## config.mk

```make
export PLATFORM = sky130hd
export DESIGN_NAME = gmii_tx_framer
export DESIGN_NICKNAME = d
export VERILOG_FILES = /design/src/rtl/eth_loopback_pkg.sv /design/src/rtl/gmii_tx_framer.sv
export VERILOG_INCLUDE_DIRS = /design/src /design/src/rtl
export SDC_FILE = /design/constraint.sdc
export NUM_CORES = 1
export LEC_CHECK = 0
export ABC_AREA = 1
export BUFFER_PORTS_ARGS = -buffer_cell sky130_fd_sc_hd__buf_2
export CORE_ASPECT_RATIO = 1.5
export CORE_MARGIN = 3
export CORE_UTILIZATION = 45
export CTS_CLUSTER_DIAMETER = 50
export DETAILED_ROUTE_END_ITERATION = 8
export GPL_TIMING_DRIVEN = 0
export PLACE_DENSITY = 0.66
export SETUP_SLACK_MARGIN = 0.1
export SLEW_MARGIN = 25
export SYNTH_ARGS = -nofsm -noshare
export SYNTH_HDL_FRONTEND = slang
export SYNTH_SLANG_ARGS = --single-unit
```

## constraint.sdc

```tcl
create_clock -name clk_125mhz -period 4.1 [get_ports clk_125mhz]
set_input_delay 1.025 -clock clk_125mhz [delete_from_list [all_inputs] [get_ports clk_125mhz]]
set_output_delay 1.025 -clock clk_125mhz [all_outputs]
set_load 0.005 [all_outputs]
```

## src/rtl/eth_loopback_defines.svh

```systemverilog
// Framing constants for a GMII loopback without FCS; all lengths count data bytes only
`ifndef ETH_LOOPBACK_DEFINES_SVH
`define ETH_LOOPBACK_DEFINES_SVH

// Preamble and start-of-frame delimiter octets
`define ETH_PREAMBLE_BYTE 8'h55
`define ETH_SFD_BYTE      8'hd5

// Preamble octets sent ahead of the SFD
`define ETH_PREAMBLE_LEN  7

// Minimum idle cycles between transmitted frames
`define ETH_IFG           12

// 64 byte minimum frame less the 4 byte FCS that is not generated
`define ETH_MIN_DATA_LEN  60

// Longest accepted frame, standard size
`define ETH_MAX_PKT_LEN   1518

// Frame FIFO entries, one data byte each
`define ETH_FIFO_DEPTH    2048

`endif

```

## src/rtl/eth_loopback_pkg.sv

```systemverilog
// Shared datapath types for the loopback; frame lengths are limited to 16 bits
package eth_loopback_pkg;

    // One GMII data octet
    typedef logic [7:0] eth_byte_t;

    // Byte counter wide enough for any frame up to 64k bytes
    typedef logic [15:0] frame_len_t;

    // FIFO word: data byte plus end of frame marker
    typedef struct packed {
        eth_byte_t data;
        logic      last;
    } fifo_entry_t;

endpackage

```

## src/rtl/gmii_tx_framer.sv

```systemverilog
// GMII transmit framer; no FCS is appended, padding counts data bytes only, tx_er not driven
`timescale 1ns/1ns
`include "eth_loopback_defines.svh"

module gmii_tx_framer (
    input  logic                        clk_125mhz,
    input  logic                        rst_n,
    input  logic                        cfg_tx_enable,
    input  logic                        ff_valid,
    input  eth_loopback_pkg::eth_byte_t ff_data,
    input  logic                        ff_last,
    output logic                        ff_ready,
    output eth_loopback_pkg::eth_byte_t gmii_txd,
    output logic                        gmii_tx_en
);

    import eth_loopback_pkg::*;

    localparam int GAP_W = $clog2(`ETH_IFG + 1);

    typedef enum logic [2:0] {
        ST_IDLE,
        ST_PREAMBLE,
        ST_DATA,
        ST_PAD,
        ST_GAP
    } tx_state_t;

    tx_state_t        state;
    frame_len_t       byte_cnt;
    logic [GAP_W-1:0] gap_cnt;

    assign ff_ready = (state == ST_DATA);

    always_ff @(posedge clk_125mhz or negedge rst_n) begin
        if (!rst_n) begin
            state      <= ST_IDLE;
            byte_cnt   <= '0;
            gap_cnt    <= '0;
            gmii_txd   <= '0;
            gmii_tx_en <= 1'b0;
        end else begin
            case (state)
                ST_IDLE: begin
                    gmii_txd   <= '0;
                    gmii_tx_en <= 1'b0;
                    // A started frame runs to the end even if enable drops
                    if (ff_valid && cfg_tx_enable) begin
                        state      <= ST_PREAMBLE;
                        byte_cnt   <= frame_len_t'(1);
                        gmii_txd   <= `ETH_PREAMBLE_BYTE;
                        gmii_tx_en <= 1'b1;
                    end
                end
                ST_PREAMBLE: begin
                    if (byte_cnt == frame_len_t'(`ETH_PREAMBLE_LEN)) begin
                        state    <= ST_DATA;
                        byte_cnt <= '0;
                        gmii_txd <= `ETH_SFD_BYTE;
                    end else begin
                        byte_cnt <= byte_cnt + 1'b1;
                        gmii_txd <= `ETH_PREAMBLE_BYTE;
                    end
                end
                ST_DATA: begin
                    if (ff_valid) begin
                        byte_cnt <= byte_cnt + 1'b1;
                        gmii_txd <= ff_data;
                        if (ff_last) begin
                            gap_cnt <= '0;
                            if (byte_cnt + 1'b1 < frame_len_t'(`ETH_MIN_DATA_LEN)) begin
                                state <= ST_PAD;
                            end else begin
                                state <= ST_GAP;
                            end
                        end
                    end else begin
                        gmii_txd <= '0;
                    end
                end
                ST_PAD: begin
                    // Zero fill up to the minimum length
                    byte_cnt <= byte_cnt + 1'b1;
                    gmii_txd <= '0;
                    if (byte_cnt + 1'b1 == frame_len_t'(`ETH_MIN_DATA_LEN)) begin
                        state <= ST_GAP;
                    end
                end
                ST_GAP: begin
                    gmii_txd   <= '0;
                    gmii_tx_en <= 1'b0;
                    if (gap_cnt == GAP_W'(`ETH_IFG - 1)) begin
                        state <= ST_IDLE;
                    end else begin
                        gap_cnt <= gap_cnt + 1'b1;
                    end
                end
                default: state <= ST_IDLE;
            endcase
        end
    end

    // Data phase opens right after the delimiter goes out
    a_ready_in_frame: assert property (
        @(posedge clk_125mhz) disable iff (!rst_n)
        $rose(ff_ready) |-> gmii_tx_en && gmii_txd == `ETH_SFD_BYTE
    ) else $error("ff_ready outside the data phase");

    // Data phase closes once the last byte is taken
    a_ready_ends_on_last: assert property (
        @(posedge clk_125mhz) disable iff (!rst_n)
        ff_ready && ff_valid && ff_last |=> !ff_ready
    ) else $error("ff_ready still high after the last byte");

endmodule

```

# == Yosys cells after proc, flatten, opt, wreduce, memory -nomap -nowiden ==
# Index checks and enable logic that the tools add are counted.
# classes
addsub,2
mul,0
n_div,0
magnitude_cmp,1
eq_ne,14
shift,0
muxes,22
n_bitwise,0
reduce_logical,10
# op_table
operator,n
case mux 16 bit (4 select lines),1
2-to-1 mux 16 bit,3
case mux 8 bit (4 select lines),1
2-to-1 mux 3 bit,7
adder 16 x 1 -> 16 bit (second input constant),1
equality test 16 x 3 -> 1 bit (second input constant),1
equality test 16 x 6 -> 1 bit (second input constant),1
less-than comparator 16 x 6 -> 1 bit (second input constant),1
2-to-1 mux 8 bit,2
case mux 3 bit (5 select lines),1
inequality test 2 bit (second input constant),7
2-to-1 mux 4 bit,3
case mux 4 bit (2 select lines),1
nonzero test 4 bit,2
2-to-1 mux 7 bit,1
equality test 3 x 2 -> 1 bit (second input constant),2
AND reduction 6 bit,1
adder 4 x 1 -> 4 bit (second input constant),1
equality test 4 bit (second input constant),1
AND reduction 4 bit,1
nonzero test 2 bit,2
equality test 3 x 1 -> 1 bit (second input constant),1
equality test 3 bit (second input constant),1
zero test 3 bit,1
other kinds (5),5
# word_totals
ff_bits,32
latch_bits,0
mem_bits_rw,0
rom_bits,0
input_bits,13
out_inout_bits,10
wordCells,54
memories,0

# == Logic depth before layout (Yosys ltp) ==
# logic_depth
ltp_word,6
ltp_mapped,13
ltp_nobuf,13

# == Worst setup path after synthesis ==
# Ideal clock, no wire load.
# synth_timing
path_kind,input to register
from,input ff_valid
to,register byte_cnt[12]
t_arrival_ps,1957
t_required_ps,3970
path_slack_ps,2012
stages,5
n_path_buf,2
cell_sequence,buf_2 -> nor2_1 -> nor3_2 -> buf_2 -> o22ai_1
# synth_via
elab_chain_len,3
word_cells_on_any_way,4
cone_classes,eq/ne: 2; reduce/logical: 2
# synth_rtl
element,line,text
start: declaration,gmii_tx_framer.sv:9,"input logic ff_valid,"
logical AND 1 bit,gmii_tx_framer.sv:48,if (ff_valid && cfg_tx_enable) begin
inequality test 2 bit (no line),-,
AND reduction 3 bit (no line) (*),-,
end signal: assignment,gmii_tx_framer.sv:50,byte_cnt <= frame_len_t'(1);
end signal: assignment,gmii_tx_framer.sv:61,byte_cnt <= byte_cnt + 1'b1;
end signal: assignment,gmii_tx_framer.sv:67,byte_cnt <= byte_cnt + 1'b1;
end: declaration,gmii_tx_framer.sv:30,frame_len_t byte_cnt;
# Mark *: on every way between the ends. The rest lies on a longest branch, timed or not.
# A chain may end at the register's enable or synchronous reset.

# == Final worst setup path ==
# layout_timing
from,register state[2]
to,output ff_ready
# layout_via
elab_chain_len,1
# layout_rtl
element,line,text
start: declaration,gmii_tx_framer.sv:29,tx_state_t state;
start signal: assignment,gmii_tx_framer.sv:37,state <= ST_IDLE;
start signal: assignment,gmii_tx_framer.sv:49,state <= ST_PREAMBLE;
start signal: assignment,gmii_tx_framer.sv:57,state <= ST_DATA;
equality test 3 x 2 -> 1 bit,gmii_tx_framer.sv:33,assign ff_ready = (state == ST_DATA);
end: declaration,gmii_tx_framer.sv:12,"output logic ff_ready,"
# No other way between the ends.

==> results.txt <==
----------------------------------------------------
[Route]
  DR pass1 iterations ... 4
  Detailed-route wire length ... 4590 um
  DRC violations left ... 0
  Via count ... ~1,700
  Routed length per placed instance ... between 10 and 15 um
  First-iteration detailed-routing DRC count ... 71
  Antenna-violating nets left ... 0
  Via count normalized by instance count ... ~5.3

[Power and ir drop]
  Power density over the cells ... ~600 nW/um2
  Peak supply drop ... 0.347 mV
  Switching Share ... 45.1%
  Relative contribution of sequential cells to total power ... about a third
  Power dissipated by switching net loads ... roughly 0.00060 W
  Internal portion of total power ... about 0.00073 W
  Comb pwr share ... a little under half
  Cell leakage power ... between 1 and 1.5 nW
  Share of power burned in the clock network ... about a fifth

[STA]
  Min Tclk post-route ... about 2.5 ns
  Setup Total Neg Slack ... 0 ns
  Final Max Tran Viols ... 0
  Setup clock skew after layout ... between 0.004 and 0.005 ns
  Final hold viol count ... 0
  Post-route fraction of the period consumed by the critical path ... approximately 61%
  Count of endpoints failing setup in the final report ... 0
  Max_slew headroom ... 50.6%
  Transition time at the pin with the least slew margin ... roughly 0.74 ns
  Unrepaired setup endpoints after global routing ... no
  Highest clock rate ... 398 MHz
  Minimum setup slack in the final design ... 1.59 ns

[Cells and area]
  Total Nets Final ... a little under 300
  Antenna diode count ... 0
  Commonest non-fill, non-tap cell in the layout ... sky130_fd_sc_hd__nand2_1
  Commonest cells after routing, fill and taps aside ... sky130_fd_sc_hd__nand2_1 (65), sky130_fd_sc_hd__dfrtp_1 (32), sky130_fd_sc_hd__inv_1 (26), sky130_fd_sc_hd__buf_2 (25), sky130_fd_sc_hd__nor2_1 (21)
  Fillers ... between 300 and 400
  Util after Layout ... ~55%
  Area of all placed cells without fillers ... approximately 2200 um2
  Area growth, synth to finish ... 13.1%
  Fraction of final layout cells sized beyond drive strength 1 ... 22.7%

[Critical path]
  Crit path buffers/inverters ... 2
  Worst-path cell chain ... nor2_2 -> nand2_2 -> clkinv_1 -> buf_2
  Delay contributed by the slowest stage of the critical path ... ~0.48 ns
  Worst endpoint data arrival time ... around 1.5 ns
  Timing startpoint of the critical path ... state[2]
  Largest fanout on the critical path ... 10
  Kind of end point of the critical path ... output port
  WS Path Type ... reg -> out
  Family with the most delay on the worst path ... buffers and inverters
  Critical Path Start Type ... register
  Reg-to-reg startpoint ... byte_cnt[0]
  Data required time of the worst path ... 3.07 ns
  Highest-delay cell along the critical path ... sky130_fd_sc_hd__dfrtp_1

[Clock tree]
  CTS tree ... yes
  Post-CTS clock slew at the launch and capture registers of the worst setup and hold paths ... 0.06 ns
  Post-CTS Hold Buffers ... 0
  Post-CTS Setup Inserts ... 0
  Number of clock sinks ... 32
  Clock Tree Buf Depth ... 2
  Total CTS buffers ... 5
  Clock latency of the later-clocked register in the worst-skew pair ... between 0.2 and 0.3 ns
  H-tree Lvls ... 2
  Post-CTS sizing ... 0
  Clk root buf ... sky130_fd_sc_hd__clkbuf_8

[Place]
  DP Wirelength ... ~3500 um
  Placed instance area ... ~2100 um2
  Post-placement setup slack ... around 1.6 ns
  Port-buffer cells ... 22
  Final weighted congestion of routability-driven global placement ... about 0.84

[Global routing]
  Number of global-route vias before repair ... 1,739
  Antenna violations before repair ... 0
  First-pass GRT wire length ... between 7000 and 8000 um
  Overflow after GRT ... 0
  Maximum number of pins on one net before global-route repair ... 33
  Global router's overall resource usage ... between 10% and 20%

[Logic synthesis]
  Biggest area contributors in the synthesized netlist ... sky130_fd_sc_hd__dfrtp_1 (41%), sky130_fd_sc_hd__nand2_1 (12%), sky130_fd_sc_hd__inv_1 (5.0%)
  Proportion of synthesized chip area in sequential cells ... around two fifths
  Synth async-reset ratio ... between 90% and 100%
  Yosys Warn Count ... 0
  Share of the synthesized area in the top cell type ... approximately two fifths
  Most area-hungry cell type in the Yosys netlist ... sky130_fd_sc_hd__dfrtp_1
  Predominant post-synthesis flop cell ... sky130_fd_sc_hd__dfrtp_1
  Area of the mapped netlist ... 1960 um2
  EDFF count, synth ... 0
  Synth cell types ... 31
  Syn_area_per_cell ... 7.92 um2
  Number of nets in the synthesized netlist ... approximately 260
  Synthesized netlist cell count ... approximately 250
  Post-synthesis register bit count ... 32

[Floorplanning]
  Die Y ... approximately 87 um
  # IOs ... 23
  Number of standard-cell rows in the floorplan ... 28
  Die Area ... ~5200 um2
  Die X-Extent ... between 50 and 60 um
  Starting density of the core ... roughly 48%
  Area of the core region ... just over 4000 um2

[Worst hold path]
  Worst Min Path Start ... gmii_txd[5]
  Class of the most critical hold timing path ... reg -> reg

[Run status]
  Run status ... completed

[Run]
  Max-cap check violation count ... 0

----------------------------------------------------
-- Yosys cell counts (4+ instances only) --
master	number
sky130_fd_sc_hd__a21oi_1	6
sky130_fd_sc_hd__a31oi_1	5
sky130_fd_sc_hd__dfrtp_1	32
sky130_fd_sc_hd__inv_1	26
sky130_fd_sc_hd__nand2_1	65
sky130_fd_sc_hd__nand2_2	8
sky130_fd_sc_hd__nand3_1	15
sky130_fd_sc_hd__nand4_1	9
sky130_fd_sc_hd__nor2_1	21
sky130_fd_sc_hd__nor2_4	6
sky130_fd_sc_hd__o21ai_0	8
sky130_fd_sc_hd__o22ai_1	4
sky130_fd_sc_hd__o22ai_2	6
sky130_fd_sc_hd__xor2_1	4
-- metrics by stage --
step | std cells | hold slack (ns) | total power (W)
2_1_floorplan | 248 | 0.471 | 0.000890
3_3_place_gp | 315 | 0.472 | 0.00106
3_5_place_dp | 315 | 0.482 | 0.00107
4_1_cts | 323 | 0.499 | 0.00133
5_1_grt | 323 | 0.523 | 0.00144
6_report | 323 | 0.497 | 0.00132
-- cell families after synthesis --
family          synth area share (%)
buf+inv                         6.50
simple gates                    33.4
fa+ha+maj                       1.91
xor+xnor                        2.23
flops                           40.8
compound gates                  15.2
-- worst paths after layout --
check | endpoint | slack (ns) | cells past startpoint
setup / recovery | ff_ready | 1.59 | 4
setup reg to reg | state[1] | 2.05 | 12
hold reg to reg | gmii_txd[5] | 0.50 | 1
hold / removal | gmii_txd[5] | 0.50 | 1
max in group asynchronous | gmii_txd[7] | 2.82 | 1
min in group asynchronous | gmii_txd[0] | 0.80 | 1
-- worst register-to-register path, cell delays in order, from the launching register on --
cell	delay (ns)
sky130_fd_sc_hd__dfrtp_1	0.46
sky130_fd_sc_hd__ha_1	0.27
sky130_fd_sc_hd__nand2_2	0.12
sky130_fd_sc_hd__nor2_4	0.16
sky130_fd_sc_hd__nand2_1	0.08
sky130_fd_sc_hd__xor2_1	0.20
sky130_fd_sc_hd__nand2_1	0.12
sky130_fd_sc_hd__nor2_4	0.15
sky130_fd_sc_hd__nand3_2	0.10
sky130_fd_sc_hd__nand2_1	0.08
sky130_fd_sc_hd__nand2_2	0.07
sky130_fd_sc_hd__nand2_1	0.06
sky130_fd_sc_hd__nand2_1	0.05
-- power by group through the flow --
stage	registers, W	logic, W	clock network [W]
floorplan	0.000455	0.000435	0
global placement	0.000463	0.000598	0
detailed placement	0.000465	0.000606	0
CTS	0.000460	0.000611	0.000261
global route	0.000472	0.000699	0.000274
finish	0.000462	0.000608	0.000253
-- final cells by class --
class                      count  area [um2]  share of cell area [%]
multi-input combinational    183        1040                    46.6
sequential                    32         801                    36.1
inverter                      30         113                    5.07
timing repair buffer          22         110                    4.96
clock buffer                   8        90.1                    4.06
tap                           45        56.3                    2.54
buffer                         3        15.0                   0.676
-- metal layers --
layer	vias to the layer above	track usage (%)	wire, um
li1	889	-	-
met1	794	23.0	1970
met2	31	35.1	2360
met3	14	3.12	127
met4	0	8.67	136
met5	-	0	0
-- flip-flops by register name (all words and copies together), names as in the netlist --
name / cells
gmii_txd: 8
state: 3
gap_cnt: 4
byte_cnt: 16
gmii_tx_en: 1
Note: power is estimated with default switching activity, not from simulation.
