### src/rtl/eth_loopback_defines.svh
// Framing constants for a GMII loopback without FCS; all lengths count data bytes only
`ifndef ETH_LOOPBACK_DEFINES_SVH
`define ETH_LOOPBACK_DEFINES_SVH

// Preamble and start-of-frame delimiter octets
`define ETH_PREAMBLE_BYTE 8'h55
`define ETH_SFD_BYTE      8'hd5

// Preamble octets sent ahead of the SFD
`define ETH_PREAMBLE_LEN  7

// Minimum idle cycles between transmitted frames
`define ETH_IFG           12

// 64 byte minimum frame less the 4 byte FCS that is not generated
`define ETH_MIN_DATA_LEN  60

// Longest accepted frame, standard size
`define ETH_MAX_PKT_LEN   1518

// Frame FIFO entries, one data byte each
`define ETH_FIFO_DEPTH    2048

`endif

### src/rtl/eth_loopback_pkg.sv
// Shared datapath types for the loopback; frame lengths are limited to 16 bits
package eth_loopback_pkg;

    // One GMII data octet
    typedef logic [7:0] eth_byte_t;

    // Byte counter wide enough for any frame up to 64k bytes
    typedef logic [15:0] frame_len_t;

    // FIFO word: data byte plus end of frame marker
    typedef struct packed {
        eth_byte_t data;
        logic      last;
    } fifo_entry_t;

endpackage

### src/rtl/gmii_rx_framer.sv
// GMII receive framer; 1000 Mb/s only, no clock enable, trailing bytes (FCS) pass as data
`timescale 1ns/1ns
`include "eth_loopback_defines.svh"

module gmii_rx_framer (
    input  logic                        clk_125mhz,
    input  logic                        rst_n,
    input  eth_loopback_pkg::eth_byte_t gmii_rxd,
    input  logic                        gmii_rx_dv,
    input  logic                        gmii_rx_er,
    output logic                        rx_valid,
    output eth_loopback_pkg::eth_byte_t rx_data,
    output logic                        rx_last,
    output logic                        rx_bad
);

    import eth_loopback_pkg::*;

    typedef enum logic [1:0] {
        ST_IDLE,
        ST_PREAMBLE,
        ST_DATA
    } rx_state_t;

    rx_state_t  state;
    eth_byte_t  rxd_q;
    logic       rx_dv_q;
    logic       rx_er_q;
    eth_byte_t  hold_data;
    logic       hold_valid;
    frame_len_t byte_cnt;
    logic       frame_err;

    // GMII input register
    always_ff @(posedge clk_125mhz or negedge rst_n) begin
        if (!rst_n) begin
            rxd_q   <= '0;
            rx_dv_q <= 1'b0;
            rx_er_q <= 1'b0;
        end else begin
            rxd_q   <= gmii_rxd;
            rx_dv_q <= gmii_rx_dv;
            rx_er_q <= gmii_rx_er;
        end
    end

    always_ff @(posedge clk_125mhz or negedge rst_n) begin
        if (!rst_n) begin
            state      <= ST_IDLE;
            hold_data  <= '0;
            hold_valid <= 1'b0;
            byte_cnt   <= '0;
            frame_err  <= 1'b0;
            rx_valid   <= 1'b0;
            rx_data    <= '0;
            rx_last    <= 1'b0;
            rx_bad     <= 1'b0;
        end else begin
            rx_valid <= 1'b0;
            rx_last  <= 1'b0;
            rx_bad   <= 1'b0;
            case (state)
                ST_IDLE: begin
                    hold_valid <= 1'b0;
                    byte_cnt   <= '0;
                    frame_err  <= rx_dv_q && rx_er_q;
                    if (rx_dv_q && rxd_q == `ETH_SFD_BYTE) begin
                        state <= ST_DATA;
                    end else if (rx_dv_q) begin
                        state <= ST_PREAMBLE;
                    end
                end
                ST_PREAMBLE: begin
                    // Errors in the preamble still spoil the frame
                    frame_err <= frame_err || rx_er_q;
                    if (!rx_dv_q) begin
                        state <= ST_IDLE;
                    end else if (rxd_q == `ETH_SFD_BYTE) begin
                        state <= ST_DATA;
                    end
                end
                ST_DATA: begin
                    if (rx_dv_q) begin
                        if (rx_er_q) begin
                            frame_err <= 1'b1;
                        end
                        if (byte_cnt == frame_len_t'(`ETH_MAX_PKT_LEN)) begin
                            // Oversize, byte is discarded
                            frame_err <= 1'b1;
                        end else begin
                            byte_cnt   <= byte_cnt + 1'b1;
                            hold_data  <= rxd_q;
                            hold_valid <= 1'b1;
                            rx_valid   <= hold_valid;
                            rx_data    <= hold_data;
                        end
                    end else begin
                        // End of frame, release the held byte as last
                        state      <= ST_IDLE;
                        hold_valid <= 1'b0;
                        rx_valid   <= hold_valid;
                        rx_data    <= hold_data;
                        rx_last    <= hold_valid;
                        rx_bad     <= hold_valid && frame_err;
                    end
                end
                default: state <= ST_IDLE;
            endcase
        end
    end

    // Bad marker only on the closing byte, once rx_dv has fallen at the input
    a_bad_only_on_last: assert property (
        @(posedge clk_125mhz) disable iff (!rst_n)
        rx_bad |-> rx_valid && rx_last && !$past(gmii_rx_dv, 2)
    ) else $error("rx_bad raised outside a last byte");

endmodule

### config.mk
export PLATFORM = sky130hd
export DESIGN_NAME = gmii_rx_framer
export DESIGN_NICKNAME = d
export VERILOG_FILES = /design/src/rtl/eth_loopback_pkg.sv /design/src/rtl/gmii_rx_framer.sv
export VERILOG_INCLUDE_DIRS = /design/src /design/src/rtl
export SDC_FILE = /design/constraint.sdc
export NUM_CORES = 1
export LEC_CHECK = 0
export ABC_CLOCK_PERIOD_IN_PS = 2550
export BUFFER_PORTS_ARGS = -buffer_cell sky130_fd_sc_hd__buf_2
export CELL_PAD_IN_SITES_DETAIL_PLACEMENT = 0
export CELL_PAD_IN_SITES_GLOBAL_PLACEMENT = 2
export CORE_ASPECT_RATIO = 1.25
export CORE_MARGIN = 4
export CORE_UTILIZATION = 39
export CTS_CLUSTER_DIAMETER = 50
export CTS_CLUSTER_SIZE = 25
export DETAILED_ROUTE_END_ITERATION = 10
export GPL_ROUTABILITY_DRIVEN = 0
export PLACE_DENSITY_LB_ADDON = 0.1
export SLEW_MARGIN = 10
export SYNTH_ARGS = -nofsm -noshare
export SYNTH_HDL_FRONTEND = slang
export SYNTH_SLANG_ARGS = --single-unit
### constraint.sdc
create_clock -name clk_125mhz -period 2.55 [get_ports clk_125mhz]
set_input_delay 0.255 -clock clk_125mhz [delete_from_list [all_inputs] [get_ports clk_125mhz]]
set_output_delay 0.255 -clock clk_125mhz [all_outputs]
set_load 0.005 [all_outputs]
# Word-level counts from Yosys, hierarchy flattened
# Cells that the tools add are included.
# Widths: inputs -> output; s select.
# totals
out_inout_bits,11
word_cells,64
reg_bits,49
inputBits,12
# op_classes
eq_ne,12
n_addsub,1
n_mux,25
n_reduce_logical,13
bitwise_logic,1
# ops
op,count
$mux 16,2
$pmux 16 s2,1
$add 16x1->16 const B,1
$eq 16x11->1 const B,1
$mux 8,2
$mux 1,12
$ne 3x3->1 const B,4
$reduce_and 3->1,4
$mux 2,5
$eq 8x8->1 const B,1
$ne 2x2->1 const B,4
$pmux 2 s3,1
$reduce_and 2->1,2
$logic_and 1x1->1,3
$pmux 1 s3,1
$reduce_bool 3->1,1
$eq 2x1->1 const B,1
$eq 2x2->1 const B,1
$logic_not 2->1,1
$pmux 1 s2,1
$reduce_bool 2->1,1
$logic_or 1x1->1,1
$not 1->1,1

# Longest topological paths before layout
# Gate-level depths: netlist of run 1.
# logic_depth
ltp_word,4
depth_mapped,7
mapped_depth_nobuf,6

# Least setup slack after synthesis of run 1
# Ideal clock, no wire load.
# synth_timing
path_kind,register to register
startpoint,reg byte_cnt[11]
endpoint,reg rx_data[0]
setup_time_ns,0.125
t_required_ns,2.425
arrival_ns,2.047
n_path_buf,0
path_stages_with_launch,5
slack_ns,0.378
period_less_slack_ns,2.172
cell_sequence,dfrtp_1 or4b_4 or4_4 nand2_2 mux2_2
# synth_via
elab_chain_len,3
# synth_rtl
element,line,text
from (decl),gmii_rx_framer.sv:31,frame_len_t byte_cnt;
from (signal assigned),gmii_rx_framer.sv:91,byte_cnt <= byte_cnt + 1'b1;
$eq 16x11->1,gmii_rx_framer.sv:87,if (byte_cnt == frame_len_t'(`ETH_MAX_PKT_LEN)) begin
$ne 2x2->1 (no line),n/a,
$reduce_and 2->1 (no line),n/a,
to (signal assigned),gmii_rx_framer.sv:95,rx_data <= hold_data;
to (signal assigned),gmii_rx_framer.sv:102,rx_data <= hold_data;
to (decl),gmii_rx_framer.sv:12,"output eth_loopback_pkg::eth_byte_t rx_data,"
# Every way passes these cells.
# A chain may end at the register's enable or synchronous reset.

# Worst setup path in the final report of run 1
# Ends and elaborated chain as after synthesis.

==> summary.txt, run 1 <==
Clock network
  – Post_cts resized: 0
  – Clk slew on worst S/H paths: 0.09 ns
  – Num CTS Buffers: 5
  – Htree depth: 2
  – Post-CTS Setup Inserts: 0
  – Clk sinks: 49
  – CTS tree: done
  – CTS Hold Buffers Added: 0
  – CTS max path bufs: 2
  – CTS Root Buffer Type: clkbuf_8
  – Clk_lat worst skew: 0.30 ns

Status
  – Status: finished, final reports clean

Final layout
  – Non-Filler Instances: 277
  – Final nets: 230
  – Filler instances: 518
  – Syn-to-layout area delta: 15.8%
  – Share of cells above drive strength 1: 0.296
  – Most common cell after layout, fill and taps aside: dfrtp_1
  – Antenna cells: 0
  – Most frequent cells in the layout: dfrtp_1, buf_2, nand2_1, mux2_2

STA
  – RSZ-0062 raised after global routing: false
  – Setup TNS: 0 ns
  – Final Cycle Share: 0.916
  – Worst-Margin Slew: 1.01 ns
  – Tmin final: 2.34 ns
  – Final Max Tran Viols: 0
  – Final Hold Viols: 0
  – WHS: 0.0396 ns
  – Final setup skew: 0.00848 ns
  – Peak Freq: 0.428 GHz
  – Final setup fails: 0
  – Slew headroom: 0.325

Worst setup path
  – Critical Path RT: 2.73 ns
  – Crit path DAT: 2.52 ns
  – Slowest CP cell: or4_4
  – Critical Path, Cell by Cell: or4b_4 -> or4_4 -> nand2_2 -> mux2_2
  – WS Path Type: register to register
  – CP startpoint kind: register
  – Critical Path End Type: register
  – Critical-path maximum fanout: 9
  – Max incr delay on CP: 0.61 ns

Place
  – Dpl hpwl: 3360 um
  – Placed cells: 269
  – PortBufs: 22

Floorplanning
  – Rows: 30
  – Starting Density: 0.404
  – Chip height: 92.2 um
  – Die Area: 6950 sq um
  – Top Ports: 23
  – Die X: 75.4 um
  – Core area: 5480 sq um

Drt
  – Met1 wire length: 1860 um
  – DR WL/cell: 16.3 um
  – Met3 WL post-DR: 212 um
  – Highest metal used: met4
  – Via count: 1554
  – Met2 WL: 2380 um
  – ANT nets after route: 0
  – Initial DRC Count: 110
  – WL final: 4510 um
  – Initial DRT Pass Iterations: 4
  – Via density per instance: 5.61
  – DR DRC count: 0

Synthesis
  – Ys async rst share: 1.00
  – Mapped Cells: 182
  – Synth area leaders: dfrtp_1, mux2_2, ha_1
  – Post-Syn Nets: 200
  – Synth area leader: dfrtp_1
  – Largest family of logic cells by synthesized area: simple AND/OR/NAND/NOR gates
  – Mux contribution to synthesized area: 0.113
  – Register bit total from synthesis: 49
  – Netlist Area Pre-Place: 2210 sq um
  – Number of synthesized flops with an enable pin: 0
  – Post-synthesis area per instance: 12.2 sq um
  – Synth cell types: 46
  – Post-Synth Simple-Gate Area: 0.188
  – Sequential share of the synthesized area: 0.554
  – Post-Synth Adder-Cell Area: 0.0339
  – Post-Synth XOR/XNOR Area: 0.00792
  – Post-synthesis compound-gate area fraction: 0.0854
  – Commonest register cell after synthesis: dfrtp_1
  – Post-synth top area share: 0.554
  – Yosys Warn Count: 0

Global routing
  – Antenna violations before repair: 0
  – First-pass GRT wire length: 7490 um
  – Vias in the first global route: 1612
  – GRT overflow: 0
  – Largest net degree at the start of global routing: 50
  – Total GRT Usage: 0.142

Worst hold path
  – Hold WC Path Type: input pin to async pin

Pwr
  – Static leakage: 0.00121 uW
  – PD cells: 661 nW/um^2
  – Max VDD drop: 0.000282 V

Flow run
  – Max-Cap Viols: 0
-- path summary, 6_finish.rpt --
check                                           end  slack, ns                     start  depth (start not counted)
setup / recovery             rx_data[0]$_DFFE_PN0P_       0.21  byte_cnt[11]$_DFFE_PN0P_                          4
hold / removal                     rx_bad$_DFF_PN0_       0.04                     rst_n                          2
setup reg to reg             rx_data[0]$_DFFE_PN0P_       0.21  byte_cnt[11]$_DFFE_PN0P_                          4
hold reg to reg            hold_data[4]$_DFFE_PN0P_       0.50        rxd_q[4]$_DFF_PN0_                          1
max in group asynchronous        rxd_q[2]$_DFF_PN0_       2.10                     rst_n                          2
min in group clk_125mhz           rx_dv_q$_DFF_PN0_       0.06                gmii_rx_dv                          1
-- Yosys cell counts (2+ instances only) --
cell,n
a21oi_1,3
and2_1,2
and3_1,2
and3_2,2
and4_1,2
clkbuf_1,3
dfrtp_1,49
ha_1,6
inv_1,5
mux2_2,16
mux2i_1,7
nand2_1,18
nand2b_1,2
nand3_1,8
nand4_1,6
nand4b_1,2
nor2_1,8
nor3_1,3
o211ai_1,5
o31ai_1,6
or3_1,2
-- registers in the layout, indices dropped and copies added, names as in the netlist --
signal / count
hold_data: 8
state: 2
rx_bad: 1
byte_cnt: 16
frame_err: 1
hold_valid: 1
rx_last: 1
rx_valid: 1
rxd_q: 8
rx_data: 8
rx_dv_q: 1
rx_er_q: 1
-- power breakdown --
| part | leakage [uW] | internal [uW] | switching, uW |
|---|---|---|---|
| Clock | 0.0000681 | 389 | 249 |
| Sequential | 0.000658 | 810 | 25.6 |
| Combinational | 0.000481 | 84.3 | 136 |
| Total | 0.00121 | 1280 | 411 |
-- per-stage QoR --
stage          power (uW)   util  cell area [sq um]  setup WS [ns]
6_report             1690  0.467               2560          0.214
3_3_place_gp         1060  0.443               2430          0.270
5_1_grt              1780  0.467               2560          0.139
3_5_place_dp         1080  0.443               2430          0.229
4_1_cts              1720  0.467               2560          0.215
2_1_floorplan         989      -               2210          0.378
-- worst max-delay path: cells and delay by family (launching register included) --
family / cells / cell delay [ns]
mux: 1 / 0.36
simple gates: 3 / 1.41
flops: 1 / 0.45
-- final cells by class --
class | instances | area, sq um | share of cell area
multi-input cells | 123 | 947 | 0.370
clock buffers | 5 | 68.8 | 0.0269
repair buffers | 28 | 155 | 0.0606
inverters | 5 | 18.8 | 0.00733
clock inverters | 3 | 65.1 | 0.0254
well taps | 64 | 80.1 | 0.0313
flip-flops and latches | 49 | 1230 | 0.479
-- cells by family after synthesis --
logic type               count (synthesis)
flip-flops                              49
adder cells (fa/ha/maj)                  6
multiplexers                            23
buffers and inverters                   10
AND/OR/NAND/NOR                         69
XOR/XNOR                                 2
AO/OA/AOI/OAI                           23
-- layer usage --
metal  vias to the layer above  global-route usage
met3                         6              0.0351
met4                         0              0.0539
met2                        37               0.240
met1                       785               0.168
li1                        726                   -
met5                         -                   0
(Power assumes the default switching activity.)
==> inputs of run 2 (changes only) <==
GPL_TIMING_DRIVEN = 0   (was unset)
RECOVER_POWER = 25   (was unset)
==> run 2 against run 1 <==
  * Routed wire length is 0.95% lower
  * Critical path depth is the same
  * Via count is 1.2% lower
  * Critical endpoint is now rx_data[1]$_DFFE_PN0P_
==> summary.txt, run 2 (synthesis results as in run 1) <==
Status
  – Status: finished, final reports clean

STA
  – Setup TNS: 0 ns (unchanged)
  – Final Hold Viols: 0 (unchanged)
  – Peak Freq: 0.429 GHz (+0.14%)
  – Slew headroom: 0.192 (-0.134)
  – Final Cycle Share: 0.915 (-0.00125)
  – Final Max Tran Viols: 0 (unchanged)
  – Worst-Margin Slew: 1.21 ns (+0.204 ns)
  – Final setup fails: 0 (unchanged)
  – Final setup skew: 0.00528 ns (-0.00320 ns)
  – RSZ-0062 raised after global routing: false
  – Tmin final: 2.33 ns (-0.00320 ns)

Clock network
  – CTS Hold Buffers Added: 0 (unchanged)
  – Post_cts resized: 0 (unchanged)
  – Clk_lat worst skew: 0.30 ns (about the same)
  – Num CTS Buffers: 5 (unchanged)
  – CTS tree: done
  – CTS max path bufs: 2 (unchanged)
  – CTS Root Buffer Type: clkbuf_8
  – Htree depth: 2 (unchanged)
  – Clk sinks: 49 (unchanged)
  – Clk slew on worst S/H paths: 0.09 ns (about the same)
  – Post-CTS Setup Inserts: 0 (unchanged)

Pwr
  – Static leakage: 0.00117 uW (-3.0%)
  – Clock power share: 0.319 (-0.058)
  – Int Pwr: 1110 uW (-13%)
  – Reg power frac: 0.545 (+0.052)
  – Sw Ratio: 0.275 (+0.0324)
  – Switching power: 421 uW (+2.5%)
  – PD cells: 613 nW/um^2 (-7.3%)
  – Max VDD drop: 0.000366 V (+30%)
  – Combinational fraction of design power: 0.135 (+0.005)

Place
  – PortBufs: 22 (unchanged)
  – Dpl hpwl: 3190 um (-5.0%)
  – Placed cells: 268 (-0.37%)

Worst setup path
  – WS Path Type: register to register
  – Crit path DAT: 2.53 ns (about the same)
  – Critical Path End Type: register
  – Critical-path maximum fanout: 9 (unchanged)
  – CP startpoint kind: register
  – Critical Path RT: 2.74 ns (about the same)

Final layout
  – Most frequent cells in the layout: dfrtp_1, buf_2, nand2_1, mux2_2
  – Max reg flops: 16 (unchanged)
  – Reg area: 1230 sq um (unchanged)
  – Largest Register: byte_cnt
  – Multi-input logic area: 947 sq um (unchanged)
  – Antenna cells: 0 (unchanged)
  – Final nets: 228 (-0.87%)
  – Most common cell after layout, fill and taps aside: dfrtp_1
  – Non-Filler Instances: 275 (-0.72%)
  – Share of cells above drive strength 1: 0.275 (-0.0209)
  – Filler instances: 514 (-0.77%)
  – Syn-to-layout area delta: 13.0%

Floorplanning
  – Core area: 5480 sq um (unchanged)
  – Starting Density: 0.404 (unchanged)
  – Rows: 30 (unchanged)
  – Top Ports: 23 (unchanged)
  – Die X: 75.4 um (unchanged)
  – Chip height: 92.2 um (unchanged)
  – Die Area: 6950 sq um (unchanged)

Drt
  – ANT nets after route: 0 (unchanged)
  – WL final: 4470 um (-0.95%)
  – Via density per instance: 5.58 (-0.50%)
  – DR DRC count: 0 (unchanged)
  – DR WL/cell: 16.3 um (-0.23%)
  – Initial DRT Pass Iterations: 4 (unchanged)
  – Initial DRC Count: 102 (-7.3%)
  – Via count: 1535 (-1.2%)

Worst hold path
  – Hold WC Path Type: input pin to register

Global routing
  – GRT overflow: 0 (unchanged)
  – Largest net degree at the start of global routing: 50 (unchanged)
  – Antenna violations before repair: 0 (unchanged)
  – Total GRT Usage: 0.141 (-0.000343)
  – First-pass GRT wire length: 7650 um (+2.2%)
  – Vias in the first global route: 1599 (-0.81%)

Flow run
  – Max-Cap Viols: 0 (unchanged)
## run 2: power by group through the flow
stage	Clock [uW]	Combinational (uW)	Sequential, uW
3_5_place_dp	0	212	851
5_1_grt	546	233	841
4_1_cts	518	212	836
3_3_place_gp	0	205	848
6_report	489	207	836
2_1_floorplan	0	146	843
## run 2: final timing paths
path	startpoint	to	cells after the start	slack, ns
max	byte_cnt[11]$_DFFE_PN0P_	rx_data[1]$_DFFE_PN0P_	4	0.22
min	gmii_rxd[5]	rxd_q[5]$_DFF_PN0_	1	0.05
max reg2reg	byte_cnt[11]$_DFFE_PN0P_	rx_data[1]$_DFFE_PN0P_	4	0.22
min reg2reg	rxd_q[2]$_DFF_PN0_	hold_data[2]$_DFFE_PN0P_	1	0.51
max in group asynchronous	rst_n	byte_cnt[14]$_DFFE_PN0P_	1	1.62
min in group asynchronous	rst_n	rx_bad$_DFF_PN0_	1	0.19
## run 2: cell type report
class                   instances  share of cell area
plain buffers                   4             0.00651
clock buffers                   6              0.0330
clock inverters                 2             0.00701
inverters                       5             0.00751
multi-input cells             123               0.379
flip-flops and latches         49               0.491
well taps                      64              0.0320
repair buffers                 22              0.0441
## run 2: through the flow
step | worst slack, ns | area [sq um] | util | hold WS [ns] | power, uW
finish | 0.217 | 2500 | 0.456 | 0.0531 | 1530
detailed placement | 0.0649 | 2400 | 0.438 | 0.364 | 1060
global route | 0.0660 | 2500 | 0.456 | 0.0321 | 1620
global placement | 0.128 | 2400 | 0.438 | 0.363 | 1050
CTS | 0.0580 | 2500 | 0.457 | 0.0389 | 1570
floorplan | 0.378 | 2210 | - | -0.0406 | 989
## run 2: critical path, cell delays in order (launching register included)
cell     delay [ns]
dfrtp_1        0.45
or4b_4         0.56
or4_4          0.60
nand2_2        0.24
mux2_2         0.37
## run 2: per-layer routing
layer	GRT usage	vias to the layer above	routed length, um
met5	0	-	0
met4	0.0452	0	64
met3	0.0296	5	177
met2	0.232	29	2260
met1	0.182	776	1970
li1	-	725	-
==> inputs of run 3 (changes only) <==
CORE_MARGIN = 2   (was 4)
==> run 3 against run 2 <==
  * Final cell count down 0.36%
  * Worst setup slack worse by 0.015 ns
  * First-iteration DRC count up 26%
  * Die area down 9.4%
  * Fmax down 0.63%
  * Highest routed layer unchanged
  * Combinational power up 3%
  * Critical path depth unchanged
  * Global-route usage up 2.6 points
  * Sequential share of layout area down 0.074 points
==> summary.txt, run 3 (synthesis results as in run 1) <==
Final layout
  – Reg area: 1230 sq um (unchanged)
  – Filler instances: 482 (-6.2%)
  – Multi-input logic area: 947 sq um (unchanged)
  – Antenna cells: 0 (unchanged)
  – Most frequent cells in the layout: dfrtp_1, buf_2, nand2_1, mux2_2
  – Post-route cell area: 2500 sq um (+0.15%)
  – Final core utilization: 0.460 (+0.00383)
  – Syn-to-layout area delta: 13.1%
  – Final nets: 228 (unchanged)
  – Max reg flops: 16 (unchanged)
  – Most common cell after layout, fill and taps aside: dfrtp_1
  – Share of cells above drive strength 1: 0.271 (-0.00345)
  – Largest Register: byte_cnt

Floorplanning
  – Top Ports: 23 (unchanged)
  – Die Area: 6290 sq um (-9.4%)
  – Die X: 71.4 um (-5.3%)
  – Core area: 5440 sq um (-0.69%)
  – Rows: 30 (unchanged)
  – Starting Density: 0.406 (+0.00278)
  – Chip height: 88.2 um (-4.3%)

STA
  – Setup ws final: 0.202 ns (-0.0148 ns)
  – Tmin final: 2.35 ns (+0.0148 ns)
  – RSZ-0062 raised after global routing: false
  – Slew headroom: 0.194 (+0.00271)
  – Final setup fails: 0 (unchanged)
  – Setup TNS: 0 ns (unchanged)
  – Peak Freq: 0.426 GHz (-0.63%)
  – Final Max Tran Viols: 0 (unchanged)
  – Final Cycle Share: 0.921 (+0.00581)
  – Final Hold Viols: 0 (unchanged)
  – Worst-Margin Slew: 1.21 ns (-0.00406 ns)
  – Final setup skew: 0.00557 ns (+0.000286 ns)

Clock network
  – CTS max path bufs: 2 (unchanged)
  – CTS tree: done
  – Clk_lat worst skew: 0.29 ns (about the same)
  – Clk sinks: 49 (unchanged)
  – CTS Root Buffer Type: clkbuf_8
  – Clk slew on worst S/H paths: 0.08 ns (about the same)
  – Post-CTS Setup Inserts: 0 (unchanged)
  – Num CTS Buffers: 5 (unchanged)
  – Htree depth: 2 (unchanged)

Drt
  – Initial DRC Count: 129 (+26%)
  – Via count: 1543 (+0.52%)
  – DR DRC count: 0 (unchanged)
  – Initial DRT Pass Iterations: 4 (unchanged)
  – Via density per instance: 5.63 (+0.89%)
  – WL final: 4560 um (+2.0%)
  – ANT nets after route: 0 (unchanged)
  – DR WL/cell: 16.6 um (+2.4%)

Worst hold path
  – Hold WC Path Type: input pin to register

Global routing
  – First-pass GRT wire length: 8170 um (+6.8%)
  – Largest net degree at the start of global routing: 50 (unchanged)
  – Antenna violations before repair: 0 (unchanged)
  – Total GRT Usage: 0.168 (+0.0262)
  – Vias in the first global route: 1629 (+1.9%)
  – GRT overflow: 0 (unchanged)

Worst setup path
  – WS Path Type: register to register
  – Critical Path RT: 2.73 ns (about the same)
  – Critical-path maximum fanout: 9 (unchanged)
  – Critical Path, Cell by Cell: or4b_4 -> or4_4 -> nand2_2 -> mux2_2
  – Crit path DAT: 2.53 ns (about the same)
  – Critical Path End Type: register
  – CP startpoint kind: register
  – Slowest CP cell: or4_4
  – Max incr delay on CP: 0.61 ns (about the same)

Flow run
  – Max-Cap Viols: 0 (unchanged)

Place
  – PortBufs: 22 (unchanged)
  – Dpl hpwl: 3260 um (+2.3%)
  – Place WS: 0.0987 ns (+0.0337 ns)
  – Placed Area: 2400 sq um (unchanged)

Pwr
  – PD cells: 629 nW/um^2 (+2.5%)
  – Max VDD drop: 0.000352 V (-3.9%)
  – Static leakage: 0.00117 uW (+0.19%)

Status
  – Status: finished, final reports clean
[run 3: cell types whose count changed in the layout (fill, tap and decap cells not counted), sizes merged]
cell / change
bufinv: +1
clkbuf: -1
inv: -1
[run 3: routing by layer]
layer	up-vias	GRT usage	wire length [um]
li1	726	-	-
met3	2	0.0437	198
met1	776	0.210	1940
met4	0	0.0583	27
met2	39	0.281	2390
met5	-	0	0
[run 3: power breakdown]
part	total (uW)	switching, uW	internal (uW)
sequential	835	25.0	810
combinational	213	137	76.1
clock	526	241	285
[run 3: layout make-up]
type,instances,area share
Buffer,4,0.00650
Clock buffer,5,0.0275
Clock inverter,2,0.0140
Inverter,5,0.00750
Multi-Input combinational cell,123,0.378
Sequential cell,49,0.490
Tap cell,64,0.0320
Timing Repair Buffer,22,0.0440
[run 3: worst max-delay path: cells and delay by family, from the launching register on]
kind | cells | cell delay, ns
multiplexers | 1 | 0.37
AND/OR/NAND/NOR | 3 | 1.41
flip-flops | 1 | 0.45
[run 3: path summary, 6_finish.rpt]
path / slack [ns] / start / to / cells past startpoint
max in group asynchronous: 1.62 / rst_n / byte_cnt[12]$_DFFE_PN0P_ / 1
worst max-delay path: 0.20 / byte_cnt[11]$_DFFE_PN0P_ / rx_data[2]$_DFFE_PN0P_ / 4
worst min-delay path: 0.06 / gmii_rxd[0] / rxd_q[0]$_DFF_PN0_ / 1
worst max register to register: 0.20 / byte_cnt[11]$_DFFE_PN0P_ / rx_data[2]$_DFFE_PN0P_ / 4
min in group asynchronous: 0.20 / rst_n / rx_valid$_DFF_PN0_ / 1
worst min register to register: 0.50 / rx_data[1]$_DFFE_PN0P_ / rx_data[1]$_DFFE_PN0P_ / 1
[run 3: repair_timing]
item | CTS | global route
hold buffers | 0 | 0
endpoints found under the setup margin | 0 | 7
gates resized for setup | 0 | 0
[run 3: through the flow]
stage / hold slack, ns / power, uW / instances
2_1_floorplan: -0.0406 / 989 / 182
3_3_place_gp: 0.363 / 1050 / 268
3_5_place_dp: 0.364 / 1060 / 268
4_1_cts: 0.0438 / 1610 / 275
5_1_grt: 0.0359 / 1670 / 274
6_report: 0.0586 / 1570 / 274
